[config.mk]
export PLATFORM = sky130hd
export DESIGN_NAME = dual_issue_stage
export DESIGN_NICKNAME = d
export VERILOG_FILES = /design/src/issue_pkg.sv /design/src/mips_isa_pkg.sv /design/src/dual_issue_stage.sv /design/src/exec_stage_reg.sv /design/src/issue_ctrl.sv /design/src/inst_decoder.sv /design/src/inst_queue.sv
export SDC_FILE = /design/constraint.sdc
export NUM_CORES = 1
export LEC_CHECK = 0
export ABC_AREA = 0
export BUFFER_PORTS_ARGS = -buffer_cell sky130_fd_sc_hd__buf_2
export CAP_MARGIN = 20
export CORE_AREA = 2 2 213 215
export CTS_BUF_LIST = sky130_fd_sc_hd__clkbuf_4
export CTS_CLUSTER_SIZE = 24
export DETAILED_ROUTE_END_ITERATION = 7
export DIE_AREA = 0 0 215 217
export PLACE_DENSITY = 0.8
export SYNTH_ARGS = -nofsm -noshare
export SYNTH_HDL_FRONTEND = slang
export SYNTH_HIERARCHICAL = 1
export SYNTH_SLANG_ARGS = --single-unit
export TNS_END_PERCENT = 30
[constraint.sdc]
create_clock -name clk -period 18 [get_ports clk]
set_clock_uncertainty 0.15 [all_clocks]
set_input_delay 3.6 -clock clk [delete_from_list [all_inputs] [get_ports clk]]
set_output_delay 3.6 -clock clk [all_outputs]
set_load 0.005 [all_outputs]
[src/issue_pkg.sv]
package issue_pkg;

    typedef logic [31:0] pc_t;  // program counter of a queue entry.

    // occupancy counter width, covers depths up to 128 entries
    localparam int COUNT_W = 8;

    typedef logic [COUNT_W-1:0] q_count_t;  // number of valid queue entries.

    // default instruction queue depth, power of two and at least 4
    localparam int QUEUE_DEPTH_DEFAULT = 8;

    // fetch always delivers an aligned pair
    localparam int PUSH_WIDTH = 2;

    // byte distance between the two words of a pair
    localparam pc_t PC_STEP = 32'd4;

endpackage

[src/mips_isa_pkg.sv]
package mips_isa_pkg;

    typedef logic [31:0] inst_t;      // raw instruction word.
    typedef logic [4:0]  reg_addr_t;  // gpr number, r0 is hard wired.
    typedef logic [5:0]  opcode_t;    // primary opcode field.
    typedef logic [5:0]  funct_t;     // function field of SPECIAL.

    // primary opcodes of the decoded subset
    localparam opcode_t SPECIAL = 6'h00;
    localparam opcode_t J       = 6'h02;
    localparam opcode_t JAL     = 6'h03;
    localparam opcode_t BEQ     = 6'h04;
    localparam opcode_t BNE     = 6'h05;
    localparam opcode_t ADDIU   = 6'h09;
    localparam opcode_t ORI     = 6'h0d;
    localparam opcode_t LUI     = 6'h0f;
    localparam opcode_t COP0    = 6'h10;
    localparam opcode_t LW      = 6'h23;
    localparam opcode_t SW      = 6'h2b;

    // function codes under SPECIAL
    localparam funct_t JR      = 6'h08;
    localparam funct_t SYSCALL = 6'h0c;
    localparam funct_t MULT    = 6'h18;
    localparam funct_t DIV     = 6'h1a;
    localparam funct_t ADDU    = 6'h21;
    localparam funct_t SUBU    = 6'h23;
    localparam funct_t OR      = 6'h25;

    // rs field of COP0 moves
    localparam reg_addr_t COP0_MF = 5'b00000;  // mfc0, writes gpr rt.
    localparam reg_addr_t COP0_MT = 5'b00100;  // mtc0, reads gpr rt.

    localparam reg_addr_t REG_RA = 5'd31;      // link register of jal.

endpackage
[src/dual_issue_stage.sv]
`timescale 1ns/10ps

module dual_issue_stage #(
    parameter int queue_depth = issue_pkg::QUEUE_DEPTH_DEFAULT
) (
    input  logic                clk,
    input  logic                rst,
    input  logic                fetch_push,
    input  mips_isa_pkg::inst_t fetch_inst0,
    input  mips_isa_pkg::inst_t fetch_inst1,
    input  issue_pkg::pc_t      fetch_pc,
    input  logic                stall,
    output logic                queue_full,
    output logic                issue_master_valid,
    output mips_isa_pkg::inst_t issue_master_inst,
    output issue_pkg::pc_t      issue_master_pc,
    output logic                issue_slave_valid,
    output mips_isa_pkg::inst_t issue_slave_inst,
    output issue_pkg::pc_t      issue_slave_pc,
    output logic                slave_in_delayslot
);

    logic                    queue_empty;
    logic                    queue_almost_empty;

    mips_isa_pkg::reg_addr_t m_rs;
    mips_isa_pkg::reg_addr_t m_rt;
    logic                    m_reg_wen;
    mips_isa_pkg::reg_addr_t m_reg_waddr;
    logic                    m_mem_en;
    logic                    m_mem_to_reg;
    logic                    m_is_branch;
    logic                    m_is_spec_inst;

    mips_isa_pkg::opcode_t   s_op;
    mips_isa_pkg::reg_addr_t s_rs;
    mips_isa_pkg::reg_addr_t s_rt;
    mips_isa_pkg::reg_addr_t s_reg_waddr;
    logic                    s_mem_en;
    logic                    s_mem_to_reg;
    logic                    s_is_branch;
    logic                    s_is_spec_inst;
    logic                    s_is_only_in_master;

    logic                    e_master_mem_to_reg;
    mips_isa_pkg::reg_addr_t e_master_reg_waddr;
    logic                    e_slave_mem_to_reg;
    mips_isa_pkg::reg_addr_t e_slave_reg_waddr;

    inst_queue #(.queue_depth(queue_depth)) i_inst_queue (
        .clk(clk), .rst(rst),
        .push(fetch_push), .push_inst0(fetch_inst0), .push_inst1(fetch_inst1),
        .push_pc(fetch_pc),
        .pop_one(issue_master_valid), .pop_two(issue_slave_valid),
        .head_inst(issue_master_inst), .head_pc(issue_master_pc),
        .next_inst(issue_slave_inst), .next_pc(issue_slave_pc),
        .empty(queue_empty), .almost_empty(queue_almost_empty), .full(queue_full)
    );

    inst_decoder i_master_decoder (
        .inst(issue_master_inst), .op(), .rs(m_rs), .rt(m_rt),
        .reg_wen(m_reg_wen), .reg_waddr(m_reg_waddr),
        .mem_en(m_mem_en), .mem_to_reg(m_mem_to_reg),
        .is_branch(m_is_branch), .is_spec_inst(m_is_spec_inst), .is_only_in_master()
    );

    inst_decoder i_slave_decoder (
        .inst(issue_slave_inst), .op(s_op), .rs(s_rs), .rt(s_rt),
        .reg_wen(), .reg_waddr(s_reg_waddr),
        .mem_en(s_mem_en), .mem_to_reg(s_mem_to_reg),
        .is_branch(s_is_branch), .is_spec_inst(s_is_spec_inst),
        .is_only_in_master(s_is_only_in_master)
    );

    issue_ctrl i_issue_ctrl (
        .master_en(issue_master_valid), .master_reg_wen(m_reg_wen),
        .master_mem_en(m_mem_en), .master_reg_waddr(m_reg_waddr),
        .master_is_branch(m_is_branch), .master_is_spec_inst(m_is_spec_inst),
        .e_master_mem_to_reg(e_master_mem_to_reg), .e_master_reg_waddr(e_master_reg_waddr),
        .e_slave_mem_to_reg(e_slave_mem_to_reg), .e_slave_reg_waddr(e_slave_reg_waddr),
        .slave_op(s_op), .slave_rs(s_rs), .slave_rt(s_rt), .slave_mem_en(s_mem_en),
        .slave_is_branch(s_is_branch), .slave_is_spec_inst(s_is_spec_inst),
        .slave_is_only_in_master(s_is_only_in_master),
        .fifo_empty(queue_empty), .fifo_almost_empty(queue_almost_empty),
        .slave_in_delayslot(slave_in_delayslot), .slave_en(issue_slave_valid)
    );

    exec_stage_reg i_exec_stage_reg (
        .clk(clk), .rst(rst), .stall(stall), .queue_empty(queue_empty),
        .master_rs(m_rs), .master_rt(m_rt),
        .master_mem_to_reg(m_mem_to_reg), .master_reg_waddr(m_reg_waddr),
        .slave_en(issue_slave_valid), .slave_mem_to_reg(s_mem_to_reg),
        .slave_reg_waddr(s_reg_waddr), .master_en(issue_master_valid),
        .e_master_mem_to_reg(e_master_mem_to_reg), .e_master_reg_waddr(e_master_reg_waddr),
        .e_slave_mem_to_reg(e_slave_mem_to_reg), .e_slave_reg_waddr(e_slave_reg_waddr)
    );

endmodule

[src/exec_stage_reg.sv]
`timescale 1ns/10ps

module exec_stage_reg (
    input  logic                    clk,
    input  logic                    rst,
    input  logic                    stall,
    input  logic                    queue_empty,
    input  mips_isa_pkg::reg_addr_t master_rs,
    input  mips_isa_pkg::reg_addr_t master_rt,
    input  logic                    master_mem_to_reg,
    input  mips_isa_pkg::reg_addr_t master_reg_waddr,
    input  logic                    slave_en,
    input  logic                    slave_mem_to_reg,
    input  mips_isa_pkg::reg_addr_t slave_reg_waddr,
    output logic                    master_en,
    output logic                    e_master_mem_to_reg,
    output mips_isa_pkg::reg_addr_t e_master_reg_waddr,
    output logic                    e_slave_mem_to_reg,
    output mips_isa_pkg::reg_addr_t e_slave_reg_waddr
);

    logic hit_e_master;
    logic hit_e_slave;
    logic load_use;

    // a load in execute whose result the master reads
    assign hit_e_master = e_master_mem_to_reg & (e_master_reg_waddr != '0) &
                          ((master_rs == e_master_reg_waddr) |
                           (master_rt == e_master_reg_waddr));
    assign hit_e_slave  = e_slave_mem_to_reg & (e_slave_reg_waddr != '0) &
                          ((master_rs == e_slave_reg_waddr) |
                           (master_rt == e_slave_reg_waddr));
    assign load_use = hit_e_master | hit_e_slave;

    assign master_en = !queue_empty & !stall & !load_use;

    always_ff @(posedge clk) begin
        if (rst) begin
            e_master_mem_to_reg <= 1'b0;
            e_master_reg_waddr  <= '0;
            e_slave_mem_to_reg  <= 1'b0;
            e_slave_reg_waddr   <= '0;
        end else if (!stall) begin
            // slots that did not issue become bubbles
            e_master_mem_to_reg <= master_en & master_mem_to_reg;
            e_master_reg_waddr  <= master_en ? master_reg_waddr : '0;
            e_slave_mem_to_reg  <= slave_en & slave_mem_to_reg;
            e_slave_reg_waddr   <= slave_en ? slave_reg_waddr : '0;
        end
    end

    // the bubble clears the hazard, so a load-use stall lasts one cycle
    a_load_use_once : assert property (@(posedge clk) disable iff (rst)
        (!queue_empty && !stall && !master_en) |=> (stall || master_en))
        else $error("exec_stage_reg: load-use stall held for more than one cycle.");

endmodule

[src/issue_ctrl.sv]
`timescale 1ns/10ps

module issue_ctrl (
    // master status
    input  logic                    master_en,
    input  logic                    master_reg_wen,
    input  logic                    master_mem_en,
    input  mips_isa_pkg::reg_addr_t master_reg_waddr,
    input  logic                    master_is_branch,
    input  logic                    master_is_spec_inst,
    // execute stage status
    input  logic                    e_master_mem_to_reg,
    input  mips_isa_pkg::reg_addr_t e_master_reg_waddr,
    input  logic                    e_slave_mem_to_reg,
    input  mips_isa_pkg::reg_addr_t e_slave_reg_waddr,
    // slave status
    input  mips_isa_pkg::opcode_t   slave_op,
    input  mips_isa_pkg::reg_addr_t slave_rs,
    input  mips_isa_pkg::reg_addr_t slave_rt,
    input  logic                    slave_mem_en,
    input  logic                    slave_is_branch,
    input  logic                    slave_is_spec_inst,
    input  logic                    slave_is_only_in_master,
    // queue status
    input  logic                    fifo_empty,
    input  logic                    fifo_almost_empty,
    output logic                    slave_in_delayslot,
    output logic                    slave_en
);

    logic fifo_disable;
    logic struct_conflict;
    logic load_stall;
    logic master_dep;

    assign fifo_disable    = fifo_empty | fifo_almost_empty;  // need two entries.
    assign struct_conflict = master_mem_en & slave_mem_en;     // one memory port.

    assign load_stall =
        (e_master_mem_to_reg & (((|slave_rs) & (slave_rs == e_master_reg_waddr)) |
                                ((|slave_rt) & (slave_rt == e_master_reg_waddr)))) |
        (e_slave_mem_to_reg  & (((|slave_rs) & (slave_rs == e_slave_reg_waddr)) |
                                ((|slave_rt) & (slave_rt == e_slave_reg_waddr))));

    // a slave reading r0 is held back too while the master writes a register
    assign master_dep = master_reg_wen & (master_reg_waddr != '0) &
                        !(((|slave_rs) & (slave_rs != master_reg_waddr)) &&
                          ((|slave_rt) & (slave_rt != master_reg_waddr)));

    always_comb begin
        if (!master_en || fifo_disable || load_stall || slave_is_branch ||
            master_is_spec_inst || slave_is_spec_inst || slave_is_only_in_master ||
            struct_conflict) begin
            slave_en = 1'b0;
        end else begin
            slave_en = !master_dep;
        end

        // decoder must flag every cp0 op as master only
        a_slave_legal : assert (!slave_en ||
                                (master_en && (slave_op != mips_isa_pkg::COP0)))
            else $error("issue_ctrl: illegal slave issue.");
    end

    assign slave_in_delayslot = master_is_branch & slave_en;  // slave fills the delay slot.

endmodule

[src/inst_decoder.sv]
`timescale 1ns/10ps

module inst_decoder (
    input  mips_isa_pkg::inst_t     inst,
    output mips_isa_pkg::opcode_t   op,
    output mips_isa_pkg::reg_addr_t rs,
    output mips_isa_pkg::reg_addr_t rt,
    output logic                    reg_wen,
    output mips_isa_pkg::reg_addr_t reg_waddr,
    output logic                    mem_en,
    output logic                    mem_to_reg,
    output logic                    is_branch,
    output logic                    is_spec_inst,
    output logic                    is_only_in_master
);

    mips_isa_pkg::funct_t    funct;
    mips_isa_pkg::reg_addr_t rd;

    assign op    = inst[31:26];
    assign rs    = inst[25:21];
    assign rt    = inst[20:16];
    assign rd    = inst[15:11];
    assign funct = inst[5:0];

    always_comb begin
        reg_wen           = 1'b0;
        reg_waddr         = '0;   // no destination by default.
        mem_en            = 1'b0;
        mem_to_reg        = 1'b0;
        is_branch         = 1'b0;
        is_spec_inst      = 1'b0;
        is_only_in_master = 1'b0;

        case (op)
            mips_isa_pkg::SPECIAL: begin
                case (funct)
                    mips_isa_pkg::ADDU,
                    mips_isa_pkg::SUBU,
                    mips_isa_pkg::OR: begin
                        reg_wen   = 1'b1;
                        reg_waddr = rd;  // r-type writes rd.
                    end
                    mips_isa_pkg::JR: begin
                        is_branch = 1'b1;
                    end
                    mips_isa_pkg::SYSCALL: begin
                        is_spec_inst = 1'b1;
                    end
                    mips_isa_pkg::MULT,
                    mips_isa_pkg::DIV: begin
                        is_only_in_master = 1'b1;  // single hi/lo unit.
                    end
                    default: begin
                        is_spec_inst = 1'b1;  // unknown, issue alone.
                    end
                endcase
            end
            mips_isa_pkg::J,
            mips_isa_pkg::BEQ,
            mips_isa_pkg::BNE: begin
                is_branch = 1'b1;
            end
            mips_isa_pkg::JAL: begin
                is_branch = 1'b1;
                reg_wen   = 1'b1;
                reg_waddr = mips_isa_pkg::REG_RA;
            end
            mips_isa_pkg::ADDIU,
            mips_isa_pkg::ORI,
            mips_isa_pkg::LUI: begin
                reg_wen   = 1'b1;
                reg_waddr = rt;  // immediate forms write rt.
            end
            mips_isa_pkg::LW: begin
                reg_wen    = 1'b1;
                reg_waddr  = rt;
                mem_en     = 1'b1;
                mem_to_reg = 1'b1;
            end
            mips_isa_pkg::SW: begin
                mem_en = 1'b1;
            end
            mips_isa_pkg::COP0: begin
                is_only_in_master = 1'b1;  // cp0 lives next to the master pipe.
                if (rs == mips_isa_pkg::COP0_MF) begin
                    reg_wen   = 1'b1;
                    reg_waddr = rt;
                end
            end
            default: begin
                is_spec_inst = 1'b1;
            end
        endcase
    end

endmodule

[src/inst_queue.sv]
`timescale 1ns/10ps

module inst_queue #(
    parameter int queue_depth = issue_pkg::QUEUE_DEPTH_DEFAULT
) (
    input  logic                clk,
    input  logic                rst,
    input  logic                push,
    input  mips_isa_pkg::inst_t push_inst0,
    input  mips_isa_pkg::inst_t push_inst1,
    input  issue_pkg::pc_t      push_pc,
    input  logic                pop_one,
    input  logic                pop_two,
    output mips_isa_pkg::inst_t head_inst,
    output issue_pkg::pc_t      head_pc,
    output mips_isa_pkg::inst_t next_inst,
    output issue_pkg::pc_t      next_pc,
    output logic                empty,
    output logic                almost_empty,
    output logic                full
);

    localparam int ptr_w = $clog2(queue_depth);

    mips_isa_pkg::inst_t inst_mem [queue_depth];
    issue_pkg::pc_t      pc_mem   [queue_depth];

    logic [ptr_w-1:0]    rd_ptr;
    logic [ptr_w-1:0]    rd_ptr_1;
    logic [ptr_w-1:0]    wr_ptr;
    logic [ptr_w-1:0]    wr_ptr_1;
    issue_pkg::q_count_t count;
    issue_pkg::q_count_t push_n;
    issue_pkg::q_count_t pop_n;
    logic                push_ok;

    assign push_ok  = push & ~full;  // a push against a full queue is dropped.
    assign rd_ptr_1 = rd_ptr + ptr_w'(1);  // pointers wrap, depth is a power of two.
    assign wr_ptr_1 = wr_ptr + ptr_w'(1);

    assign push_n = push_ok ? issue_pkg::q_count_t'(issue_pkg::PUSH_WIDTH) : '0;
    assign pop_n  = pop_two ? issue_pkg::q_count_t'(2) :
                    pop_one ? issue_pkg::q_count_t'(1) : '0;

    // pair storage
    always_ff @(posedge clk) begin
        if (push_ok) begin
            inst_mem[wr_ptr]   <= push_inst0;
            pc_mem[wr_ptr]     <= push_pc;
            inst_mem[wr_ptr_1] <= push_inst1;
            pc_mem[wr_ptr_1]   <= push_pc + issue_pkg::PC_STEP;  // second word of the pair.
        end
    end

    always_ff @(posedge clk) begin
        if (rst) begin
            rd_ptr <= '0;
            wr_ptr <= '0;
            count  <= '0;
        end else begin
            if (push_ok) begin
                wr_ptr <= wr_ptr + ptr_w'(issue_pkg::PUSH_WIDTH);
            end
            if (pop_two) begin
                rd_ptr <= rd_ptr + ptr_w'(2);
            end else if (pop_one) begin
                rd_ptr <= rd_ptr_1;
            end
            count <= count + push_n - pop_n;
        end
    end

    assign head_inst = inst_mem[rd_ptr];    // master candidate.
    assign head_pc   = pc_mem[rd_ptr];
    assign next_inst = inst_mem[rd_ptr_1];  // slave candidate.
    assign next_pc   = pc_mem[rd_ptr_1];

    assign empty        = (count == '0);
    assign almost_empty = (count == issue_pkg::q_count_t'(1));
    // full as soon as a whole pair no longer fits
    assign full = (issue_pkg::q_count_t'(queue_depth) - count) <
                  issue_pkg::q_count_t'(issue_pkg::PUSH_WIDTH);

    a_no_push_full : assert property (@(posedge clk) disable iff (rst) !(push && full))
        else $error("inst_queue: push while full.");

    a_pop_two_count : assert property (@(posedge clk) disable iff (rst)
        pop_two |-> (count >= issue_pkg::q_count_t'(2)))
        else $error("inst_queue: pop of two with fewer than two entries.");

endmodule

== Word-level counts from Yosys, hierarchy flattened ==
Memories as Yosys holds them, arrays and structs flattened. A register that Yosys moved wholly into a read port is not among the register bits.
Cells that the tools add are included.
Word-level totals
  bits in registers: 26
  RAM bits: 512
  bits of input ports: 100
  output and inout bits: 132
  word-level logic and storage cells: 166
  memories kept: 2
Cells by class
  add/sub/neg operators: 8
  magnitude comparators: 1
  equality and inequality tests: 43
  multiplexer cells: 37
  bitwise gates (word level): 29
  reduce and logical (&&, ||, !) cells: 39
Memory list
  i_inst_queue.inst_mem: depth 8, bits a word 32, rd ports 2, clocked after Yosys merged registers in 1, wr ports 2, line inst_queue.sv:25  | mips_isa_pkg::inst_t inst_mem [queue_depth];
  i_inst_queue.pc_mem: depth 8, bits a word 32, rd ports 2, clocked after Yosys merged registers in 1, wr ports 2, line inst_queue.sv:26  | issue_pkg::pc_t pc_mem [queue_depth];
Operator list (number)
  $eq 6x6->1 const B: 10
  $eq 6x4->1 const B: 8
  $eq 5x5->1: 8
  $pmux 5 s4: 2
  $eq 6x5->1 const B: 6
  $add 32x3->32 const B: 1
  $mux 5: 6
  $eq 6x2->1 const B: 4
  $eq 6x3->1 const B: 4
  $and 1x1->1: 21
  $reduce_or 10->1: 2
  $mux 3: 6
  $reduce_or 4->1: 4
  $mux 1: 15
  $reduce_bool 5->1: 3
  $reduce_or 5->1: 3
  $logic_not 6->1: 2
  $reduce_or 6->1: 2
  $logic_not 5->1: 2
  $ne 5x5->1: 2
  $pmux 1 s2: 5
  $add 8x8->8: 1
  $eq 8x1->1 const B: 1
  $logic_not 8->1: 1
  16 further kinds: 38

== Depth between registers and ports, before layout ==
Gate-level depths: netlist of run 1.
  depth in word-level cells: 18
  depth in mapped cells: 25
  depth with buffers taken out: 21

== By module ==
The synthesis of run 1 kept the hierarchy.
Modules (own cells, without submodules)
  inst_queue: instances 1, cells an instance 1156, area each 24443.4 µm², sequential area each 15454.8 µm²
  inst_decoder: instances 2, cells an instance 61, area each 426.7 µm², sequential area each 0.0 µm²
  exec_stage_reg: instances 1, cells an instance 83, area each 711.9 µm², sequential area each 240.2 µm²
  issue_ctrl: instances 1, cells an instance 59, area each 444.2 µm², sequential area each 0.0 µm²

== Worst setup path after synthesis of run 1 ==
No wires, ideal clock.
  kind: input port to output port
  start point: input stall
  end point: output issue_slave_valid
  data arrival time: 5.205 ns
  data required time: 14.250 ns
  setup slack: 9.045 ns
  stages on the path: 7
  buffers on the path: 0
  cells stage by stage: nor2_1 o21ai_2 nor2_1 nor4b_1 nand3_1 or3_4 nor3_1
Between the ends
  cells in the longest elaborated chain, start to end: 12
Ends and longest elaborated chain
  start: declaration: line dual_issue_stage.sv:12  | input logic stall,
  $logic_not 1->1: line exec_stage_reg.sv:35  | assign master_en = !queue_empty & !stall & !load_use;
  $and 1x1->1 (2 in a row): line exec_stage_reg.sv:35
  via issue_master_valid: line dual_issue_stage.sv:14  | output logic issue_master_valid,
  $logic_not 1->1: line issue_ctrl.sv:51  | if (!master_en || fifo_disable || load_stall || slave_is_branch ||
  $logic_or 1x1->1 (4 in a row): line issue_ctrl.sv:51
  $logic_or 1x1->1 (3 in a row): line issue_ctrl.sv:52  | master_is_spec_inst || slave_is_spec_inst || slave_is_only_in_master ||
  $mux 1: line issue_ctrl.sv:51
  end: declaration: line dual_issue_stage.sv:17  | output logic issue_slave_valid,
The timed path passes the listed nets, and every way through them passes these cells.

== Worst setup path in the final report of run 1 ==
  start point: register i_inst_queue.rd_ptr[0]
  end point: output slave_in_delayslot
Between the ends
  elaborated cells between the ends (all ways): 63
  classes of those cells: 1 x add/sub; 22 x eq/ne; 8 x mux; 14 x bitwise; 17 x reduce/logical; 1 x memory
RTL lines
  start: declaration: line inst_queue.sv:28  | logic [ptr_w-1:0] rd_ptr;
  start signal: assignment: line inst_queue.sv:65  | rd_ptr <= rd_ptr + ptr_w'(2);
  start signal: assignment: line inst_queue.sv:67  | rd_ptr <= rd_ptr_1;
  $add 3x1->3 *: line inst_queue.sv:38  | assign rd_ptr_1 = rd_ptr + ptr_w'(1);
  $mem_v2 8x32 *
  $eq 6x6->1 (tied with other cells): line inst_decoder.sv:37  | case (funct)
  $reduce_or 6->1 (no line)
  $mux 1: line inst_decoder.sv:37
  $pmux 1 s2 *: line inst_decoder.sv:35  | case (op)
  via s_is_spec_inst: line dual_issue_stage.sv:42  | logic s_is_spec_inst;
  $logic_or 1x1->1 * (3 in a row): line issue_ctrl.sv:52
  $mux 1 *: line issue_ctrl.sv:51
  $and 1x1->1 *: line issue_ctrl.sv:65  | assign slave_in_delayslot = master_is_branch & slave_en;
  end: declaration: line dual_issue_stage.sv:20  | output logic slave_in_delayslot
Mark *: on every way through the listed nets, which the timed path passes. The rest lies on a longest branch.

==> results.md, run 1 <==
* Status: finished clean
* Slowest stage cell on the critical path: dfxtp_4
* First-pass DRT Iterations at 5
* Worst-path cell chain: ha_4 > buf_4 > buf_4 > mux4_2 > mux2_1 > or3_1 > o311a_1 > o22ai_1 > nand3_1 > nor4b_1 > nand3_1 > or3_4 > nor4b_2 > buf_2
* DP Wirelength at 38900 um
* Post-Syn Nets at roughly 1.5k
* Clock Path Buffers at 3
* Placer Congestion at 0.879
* PostCTS Resize Cnt at 0
* Drt initial violations at approximately 1.4k
* Max Cap Violations at 0
* CP required at 14.25 ns
* Tcrit/Tclk final at approximately three fifths
* CTS buffer count at 140
* Hold_buf cts at 0
* Post-CTS Setup Bufs at 0
* CTS tree: done
* Setup crit start kind: flop
* Chip Width at roughly 220 um
* GR Util All Layers at 27.2%
* FP Rows at 78
* IO Count at roughly 230
* Synthesized netlist cell count at approximately 1.4k
* Worst-skew pair later-pin latency at 0.95 ns
* Overflow after GRT at 0
* Biggest register: i_inst_queue/inst_mem
* Syn-to-layout area delta at 12.1%
* Min Hold Slack at roughly 0.40 ns
* Max-slew violations at 0
* Setup repair after global routing missed its margin: no
* DR vias at 15.5k
* Worst VDD drop at 0.000115 V
* CP max FO at 64
* CP top delay family: buffers and inverters
* Worst Setup End Kind: primary output
* Met1 global-route usage at approximately a third
* Share of layout cells above drive strength 1 at a little under half
* HP Class: reg2reg
* Final Setup Violations at 0
* Tmin final at about 11 ns
* Antenna Nets Post-Route at 0
* Core Area at approximately 45000 um2
* Number of H-tree levels at 4
* GR Util met3 at approximately 8.0%
* Total Routed Length at about 60000 um
* Clk sinks at about 530
* Crit path largest cell delay at between 0.8 and 0.9 ns
* Worst Max-Slew Pin Slew at 1.05 ns
* Max FFs per register at about 260
* M2 GR Usage at 44.1%
* CP Class: reg2out
* Max-slew headroom at around 30%
* Mean Syn Cell Area at ~19 um2
* Pin count of the biggest net entering global routing at between 100 and 150
* Die height at between 200 and 250 um
* Highest Clock Rate at roughly 93 MHz
* Slack of the worst reg-to-reg path at about 10 ns
* Initial Utilization at 58.9%
* Final hold viol count at 0
* Ys Warns at 6
* Initial antenna violation count at 15
* GRT Max-Usage Layer: met2
* Top flop regs: i_inst_queue/inst_mem: 256 flops, i_inst_queue/pc_mem: 248 flops, i_inst_queue/count: 8 flops
* Vias in the first global route at 16.0k
* Setup TNS at 0 ns
* Die Area at 46700 um2
* Leak at between 9 and 10 nW
* Nets at 1824
* Vias per std cell at roughly 6.4
* Buffers and inverters on the worst path at 3
* WL/cell at 25.5 um
* CTS clk-pin slew, worst paths at 0.06 ns
* Cell Area, Synth at 26300 um2
* DRC at 0
* Pwr dens at around 150 nW/um2
* IO buf count at ~230
* First-pass GRT wire length at roughly 94000 um
* CP Data Arrival Time at a little under 7 ns
* Root buffer cell: clkbuf_4
## metal layers
layer	up-vias	part of all wire [%]
met5	-	0.12
met4	12	2.3
met3	117	9.6
met2	815	50
met1	7934	38
li1	6597	-
## cell type report
type / instances / area [um2]
fillers: 3112 / 15200
diodes: 9 / 22.5
clock buffers: 183 / 1370
flip-flops and latches: 532 / 15700
clock inverters: 62 / 305
repair buffers: 250 / 1340
inverters: 23 / 86.3
well taps: 600 / 751
multi-input cells: 754 / 9940
## worst reg2reg max path, delay by kind of cell (launching register included)
kind	cells	cell delay [ns]
simple gates	9	2.11
buf+inv	4	1.93
fa+ha+maj	4	1.37
flops	1	0.88
mux	2	0.86
compound gates	4	0.63
## layout by cell type (no fill, tap or decap), drive strengths merged, types with 28 or more instances in the layout
| master | instances |
|---|---|
| xor2 | 40 |
| clkinv | 50 |
| buf | 250 |
| mux4 | 252 |
| edfxtp | 504 |
| clkbuf | 183 |
| nor2 | 37 |
| dfxtp | 28 |
| nand3 | 29 |
| nand2 | 31 |
| inv | 31 |
| xnor2 | 45 |
| mux2 | 124 |
## path summary, 6_finish.rpt
path                                   startpoint                                    to  cells after the start
max                        i_inst_queue/rd_ptr[0]                    slave_in_delayslot                     14
min          i_exec_stage_reg/e_master_mem_to_reg  i_exec_stage_reg/e_master_mem_to_reg                      2
min reg2reg  i_exec_stage_reg/e_master_mem_to_reg  i_exec_stage_reg/e_master_mem_to_reg                      2
max reg2reg                i_inst_queue/rd_ptr[0]                 i_inst_queue/count[7]                     23
## through the flow
stage	total power [mW]	area (um2)	cells	utilization, %	worst slack (ns)
after floorplan	3.03	26300	1405	-	9.04
after global placement	3.48	27800	2156	62.2	8.17
after detailed placement	3.53	27800	2156	62.2	8.20
after CTS	4.53	29500	2401	65.9	7.14
after global routing	4.74	29500	2410	66.1	6.76
final	4.50	29500	2413	66.1	7.29
## report_power, final
part / switching, mW / internal (mW)
Sequential: 0.115 / 1.58
Combinational: 0.925 / 0.886
Clock: 0.485 / 0.506
Total: 1.52 / 2.97
Power figures use the tool's default switching activity.
==> run 2: changes to the inputs <==
==> constraint.sdc (replaced) <==
create_clock -name clk -period 10.8 [get_ports clk]
set_clock_uncertainty 0.15 [all_clocks]
set_input_delay 2.16 -clock clk [delete_from_list [all_inputs] [get_ports clk]]
set_output_delay 2.16 -clock clk [all_outputs]
set_load 0.005 [all_outputs]
==> run 2 against run 1 <==
  * Hold slack got worse by 0.021 ns
  * Non-clock buffer count unchanged
  * Count of clock-buffer cells in the layout increased by 6
  * Critical path type unchanged
==> results.md, run 2 (synthesis gave the netlist of run 1 again) <==
* Worst-skew pair later-pin latency at approximately 0.96 ns
* Clock Path Buffers at 3
* CP Class: reg2out
* Max Cap Violations at 0
* HP Class: reg2reg
* Nets at 1825
* Setup crit start kind: flop
* Switching Fraction at around a third
* Hold depth at 2
* Commonest non-fill, non-tap cell in the layout: edfxtp_1
* Root buffer cell: clkbuf_4
* Logic gate share of total power at between 30 and 40%
* IO buf count at roughly 230
* Setup repair after global routing missed its margin: no
* Placed Cells at roughly 2.2k
* Max-slew headroom at around 27%
* Die height at roughly 220 um
* Setup TNS at 0 ns
* P_sw at ~2.6 mW
* CTS clk-pin slew, worst paths at 0.07 ns
* Overflow after GRT at 0
* Syn-to-layout area delta at 12.7%
* Worst VDD drop at 0.000160 V
* CTS tree: done
* Slack of the worst reg-to-reg path at 3.03 ns
* Die Area at between 40000 and 50000 um2
* Total Routed Length at between 60000 and 70000 um
* First-pass DRT Iterations at 7
* Vias in the first global route at approximately 16k
* Drt initial violations at around 1.5k
* Pin count of the biggest net entering global routing at between 90 and 100
* DR vias at ~16k
* Vias per std cell at ~6.4
* Max-slew violations at 0
* Placer Congestion at between 0.8 and 0.9
* Multi-input logic area at about 9900 um2
* First-pass GRT wire length at roughly 94000 um
* WL/cell at 25.8 um
* CP max FO at 35
* Crit path largest cell delay at ~0.76 ns
* Worst Max-Slew Pin Slew at 1.10 ns
* Clk sinks at between 500 and 600
* Pwr dens at around 260 nW/um2
* CP top delay family: simple AND/OR/NAND/NOR gates
* Worst setup path start: i_inst_queue/rd_ptr[0]
* Reg2Reg Depth at 21
* Internal power at between 5 and 6 mW
* Slowest stage cell on the critical path: dfxtp_4
* Clock share of power at between 20 and 25%
* Reg2reg start: i_inst_queue/rd_ptr[0]
* PostCTS Resize Cnt at 0
* Register cell area after layout at 15700 um2
* Post-CTS Setup Bufs at 0
* Hold_buf cts at 0
* Share of layout cells above drive strength 1 at roughly half
* Initial antenna violation count at 10
* FILL cells at just over 3k
* Highest-count cells in the layout ignoring fill and taps: 504 x edfxtp_1, 252 x mux4_2, 231 x buf_2, 189 x clkbuf_4, 120 x mux2_2
* Leak at between 9 and 10 nW
* Worst Setup End Kind: primary output
* Chip Width at 215 um
* Buffers and inverters on the worst path at 3
* Tmin final at ~9 ns
* Initial Utilization at roughly three fifths
* Worst-path cell chain: ha_4 > xor2_4 > buf_4 > buf_4 > mux2_2 > or4b_4 > nand2_1 > nand3_1 > nor4b_1 > nand3_1 > or3_4 > nor3_1 > buf_2
* CP required at around 8.5 ns
* Sequential group share of total power at 37.0%
* IO Count at between 200 and 250
* FP Rows at 78
* Number of H-tree levels at 4
* DRC at 0
* GR Util All Layers at a little over a quarter
* Tcrit/Tclk final at roughly 83%
* Final Setup Violations at 0
* CTS buffer count at 141
* Core Area at 44700 um2
* Final cell count without fillers at ~2.4k
* CP Data Arrival Time at roughly 6.7 ns
* Antenna Nets Post-Route at 0
* Top flop regs: i_inst_queue/inst_mem: 256 flops, i_inst_queue/pc_mem: 248 flops, i_inst_queue/count: 8 flops
* Biggest register: i_inst_queue/inst_mem
* R2R Path End: i_inst_queue/count[7]
* Final hold viol count at 0
* Worst setup endpoint: issue_slave_valid
* DP Wirelength at 39300 um
* Status: finished clean
* Highest Clock Rate at between 100 and 150 MHz
* Max FFs per register at 256
* Power, Total at around 7.7 mW
* Worst path depth at 13
-- run 2: through the flow --
| step | utilization [%] | hold slack, ns | setup slack [ns] | cell area (um2) |
|---|---|---|---|---|
| 2_1_floorplan | - | 0.320 | 4.62 | 26300 |
| 3_3_place_gp | 62.2 | 0.365 | 2.88 | 27800 |
| 3_5_place_dp | 62.2 | 0.360 | 2.78 | 27800 |
| 4_1_cts | 66.3 | 0.377 | 1.75 | 29600 |
| 5_1_grt | 66.4 | 0.419 | 1.44 | 29700 |
| 6_report | 66.4 | 0.382 | 1.84 | 29700 |
-- run 2: power groups by stage --
stage,Combinational (mW),Sequential [mW],Clock (mW)
floorplan,2.25,2.80,0
global placement,2.94,2.87,0
detailed placement,2.99,2.90,0
CTS,3.00,2.86,1.83
global route,3.24,2.87,1.93
finish,3.04,2.84,1.78
-- run 2: cell type report --
class	count	share of cell area [%]
Multi-Input combinational cell	754	33.5
Sequential cell	532	52.9
Antenna cell	7	0.0590
Clock inverter	61	1.39
Clock buffer	189	4.78
Inverter	23	0.291
Timing Repair Buffer	250	4.55
Tap cell	600	2.53
-- run 2: worst min-delay path by stage --
stage               slack [ns]                              endpoint                            startpoint
floorplan                 0.32  i_exec_stage_reg/e_master_mem_to_reg  i_exec_stage_reg/e_master_mem_to_reg
global placement          0.36  i_exec_stage_reg/e_master_mem_to_reg  i_exec_stage_reg/e_master_mem_to_reg
detailed placement        0.36  i_exec_stage_reg/e_master_mem_to_reg  i_exec_stage_reg/e_master_mem_to_reg
CTS                       0.38  i_exec_stage_reg/e_master_mem_to_reg  i_exec_stage_reg/e_master_mem_to_reg
global route              0.42  i_exec_stage_reg/e_master_mem_to_reg  i_exec_stage_reg/e_master_mem_to_reg
finish                    0.38  i_exec_stage_reg/e_master_mem_to_reg  i_exec_stage_reg/e_master_mem_to_reg
-- run 2: tightest hold or removal path, stage by stage (launching register included) --
cell and delay [ns]:
dfxtp_1 0.34, nand2_1 0.08, o32ai_1 0.07
-- run 2: layer usage --
| layer | wire length, um | track usage (%) | part of all wire, % |
|---|---|---|---|
| met3 | 5470 | 7.14 | 8.8 |
| met2 | 31200 | 44.0 | 50 |
| met1 | 23800 | 35.1 | 38 |
| met4 | 1720 | 12.4 | 2.8 |
| met5 | 51 | 0 | 0.082 |
==> run 3: changes to the inputs <==
--- a/config.mk
+++ b/config.mk
@@ -8,12 +8,12 @@
 export ABC_AREA = 0
 export BUFFER_PORTS_ARGS = -buffer_cell sky130_fd_sc_hd__buf_2
 export CAP_MARGIN = 20
-export CORE_AREA = 2 2 213 215
+export CORE_AREA = 2 2 221 223
 export CTS_BUF_LIST = sky130_fd_sc_hd__clkbuf_4
 export CTS_CLUSTER_SIZE = 24
 export DETAILED_ROUTE_END_ITERATION = 7
-export DIE_AREA = 0 0 215 217
-export PLACE_DENSITY = 0.8
+export DIE_AREA = 0 0 223 225
+export PLACE_DENSITY = 0.78
 export SYNTH_ARGS = -nofsm -noshare
 export SYNTH_HDL_FRONTEND = slang
 export SYNTH_HIERARCHICAL = 1
==> constraint.sdc (replaced) <==
create_clock -name clk -period 7.6 [get_ports clk]
set_clock_uncertainty 0.15 [all_clocks]
set_input_delay 1.52 -clock clk [delete_from_list [all_inputs] [get_ports clk]]
set_output_delay 1.52 -clock clk [all_outputs]
set_load 0.005 [all_outputs]
==> run 3 against run 2 <==
  * First-iteration DRC count decreased by 6.7%
  * Sequential power up 42%
  * Setup slack worse by 1.4 ns
  * Critical path depth is 1 lower
  * Sequential share of layout area down 0.12 points
  * Non-clock buffer count increased by 8
  * Routed wire length is 1.2% higher
  * Count of clock-buffer cells in the layout rose by 4
  * Hold slack improved by 0.0093 ns
  * Largest cell class unchanged
  * Highest routed layer unchanged
==> results.md, run 3 (synthesis gave the netlist of run 1 again) <==
* IO buf count at between 200 and 250
* Worst VDD drop at ~0.00025 V
* Share of layout cells above drive strength 1 at 48.9%
* Total Routed Length at ~63000 um
* Nets at between 1.5k and 2k
* Worst Max-Slew Pin Slew at roughly 1 ns
* GR Util All Layers at 26.0%
* Antenna Nets Post-Route at 0
* Syn-to-layout area delta at 13.0%
* WL/cell at about 26 um
* Initial antenna violation count at 13
* FP Rows at 80
* FILL cells at ~3.3k
* Tmin final at around 7.1 ns
* HP Class: reg2reg
* Status: finished clean
* Highest Clock Rate at between 100 and 150 MHz
* Core Area at between 40000 and 50000 um2
* Placer Congestion at 0.876
* Vias per std cell at approximately 6.3
* Hold path start: i_exec_stage_reg/e_master_mem_to_reg
* IO Count at between 200 and 250
* Commonest non-fill, non-tap cell in the layout: edfxtp_1
* Worst setup path start: i_inst_queue/rd_ptr[0]
* Number of H-tree levels at 4
* Drt initial violations at around 1.4k
* Max-slew violations at 0
* Biggest register: i_inst_queue/inst_mem
* Fin area at between 20000 and 30000 um2
* First-pass DRT Iterations at 5
* Tcrit/Tclk final at between 90 and 100%
* Clk sinks at between 500 and 600
* Placed Cells at 2180
* Pwr dens at roughly 370 nW/um2
* Max Cap Violations at 0
* Setup crit start kind: flop
* Leak at 9.90 nW
* CP max FO at 125
* Multi-input logic area at 9950 um2
* CP required at 5.93 ns
* Pin count of the biggest net entering global routing at ~130
* CTS clk-pin slew, worst paths at ~0.07 ns
* Post-CTS Setup Bufs at 0
* Die height at around 230 um
* Setup repair after global routing missed its margin: no
* Dpl cell area at 27900 um2
* Top flop regs: i_inst_queue/inst_mem: 256 flops, i_inst_queue/pc_mem: 248 flops, i_inst_queue/count: 8 flops
* Setup TNS at 0 ns
* CTS tree: done
* Power, Total at about 11 mW
* Max-slew headroom at 33.6%
* Initial Utilization at a little under three fifths
* Worst Setup End Kind: primary output
* Die Area at approximately 50000 um2
* Highest-count cells in the layout ignoring fill and taps: 504 x edfxtp_1, 252 x mux4_2, 232 x buf_2, 193 x clkbuf_4, 120 x mux2_2
* CTS buffer count at 140
* CP Data Arrival Time at 5.45 ns
* Vias in the first global route at roughly 16k
* DP Wirelength at 40800 um
* First-pass GRT wire length at slightly below 100000 um
* Chip Width at 223 um
* Max FFs per register at approximately 260
* CP Class: reg2out
* Overflow after GRT at 0
* DR vias at about 15k
* Root buffer cell: clkbuf_4
* Final hold viol count at 0
* Register cell area after layout at around 16000 um2
* Final Setup Violations at 0
* Min Hold Slack at about 0.39 ns
* Worst-skew pair later-pin latency at approximately 0.97 ns
* DRC at 0
* Final cell count without fillers at roughly 2.4k
* Clock Path Buffers at 3
## run 3: final cells by class
cell class | count | area share, %
clock inverter | 48 | 1.29
sequential | 532 | 52.8
antenna | 10 | 0.0841
clock buffer | 193 | 4.87
timing repair buffer | 258 | 4.66
inverter | 23 | 0.290
multi-input combinational | 754 | 33.4
tap | 615 | 2.59
## run 3: metrics by stage
stage,utilization (%),worst slack (ns)
6_report,62.6,0.476
2_1_floorplan,-,1.77
3_5_place_dp,58.6,0.956
3_3_place_gp,58.6,1.09
4_1_cts,62.5,0.00754
5_1_grt,62.6,0.115
## run 3: path summary, 6_finish.rpt
path / end / slack [ns] / depth (start not counted)
max: issue_slave_valid / 0.48 / 12
min: i_exec_stage_reg/e_master_mem_to_reg / 0.39 / 2
min reg2reg: i_exec_stage_reg/e_master_mem_to_reg / 0.39 / 2
max reg2reg: i_inst_queue/count[7] / 1.14 / 21
## run 3: worst max-delay path: stages (launching register included)
cell and delay (ns):
dfxtp_4 0.38, buf_16 0.59, mux4_2 0.59, mux2_2 0.30, or4b_2 0.71, a21oi_1 0.15, or4_1 0.19, nand3_1 0.10
nor4b_1 0.24, nand3_1 0.12, or3_4 0.35, nor3_2 0.37, buf_2 0.22
## run 3: repair_timing
item                       CTS  global route
gates resized for setup      0             2
setup endpoints to repair    0             1
hold buffers                 0             0
## run 3: metal layers
| layer | part of all wire [%] | GRT usage, % | wire, um |
|---|---|---|---|
| met5 | 0.054 | 0 | 34 |
| met4 | 3.1 | 12.2 | 1950 |
| met3 | 8.6 | 8.23 | 5400 |
| met2 | 51 | 42.8 | 32000 |
| met1 | 37 | 31.5 | 23600 |
## run 3: where the power goes
group	internal [mW]	switching, mW
clock network	1.41	1.16
registers	3.75	0.278
logic	2.11	2.20
total	7.27	3.63
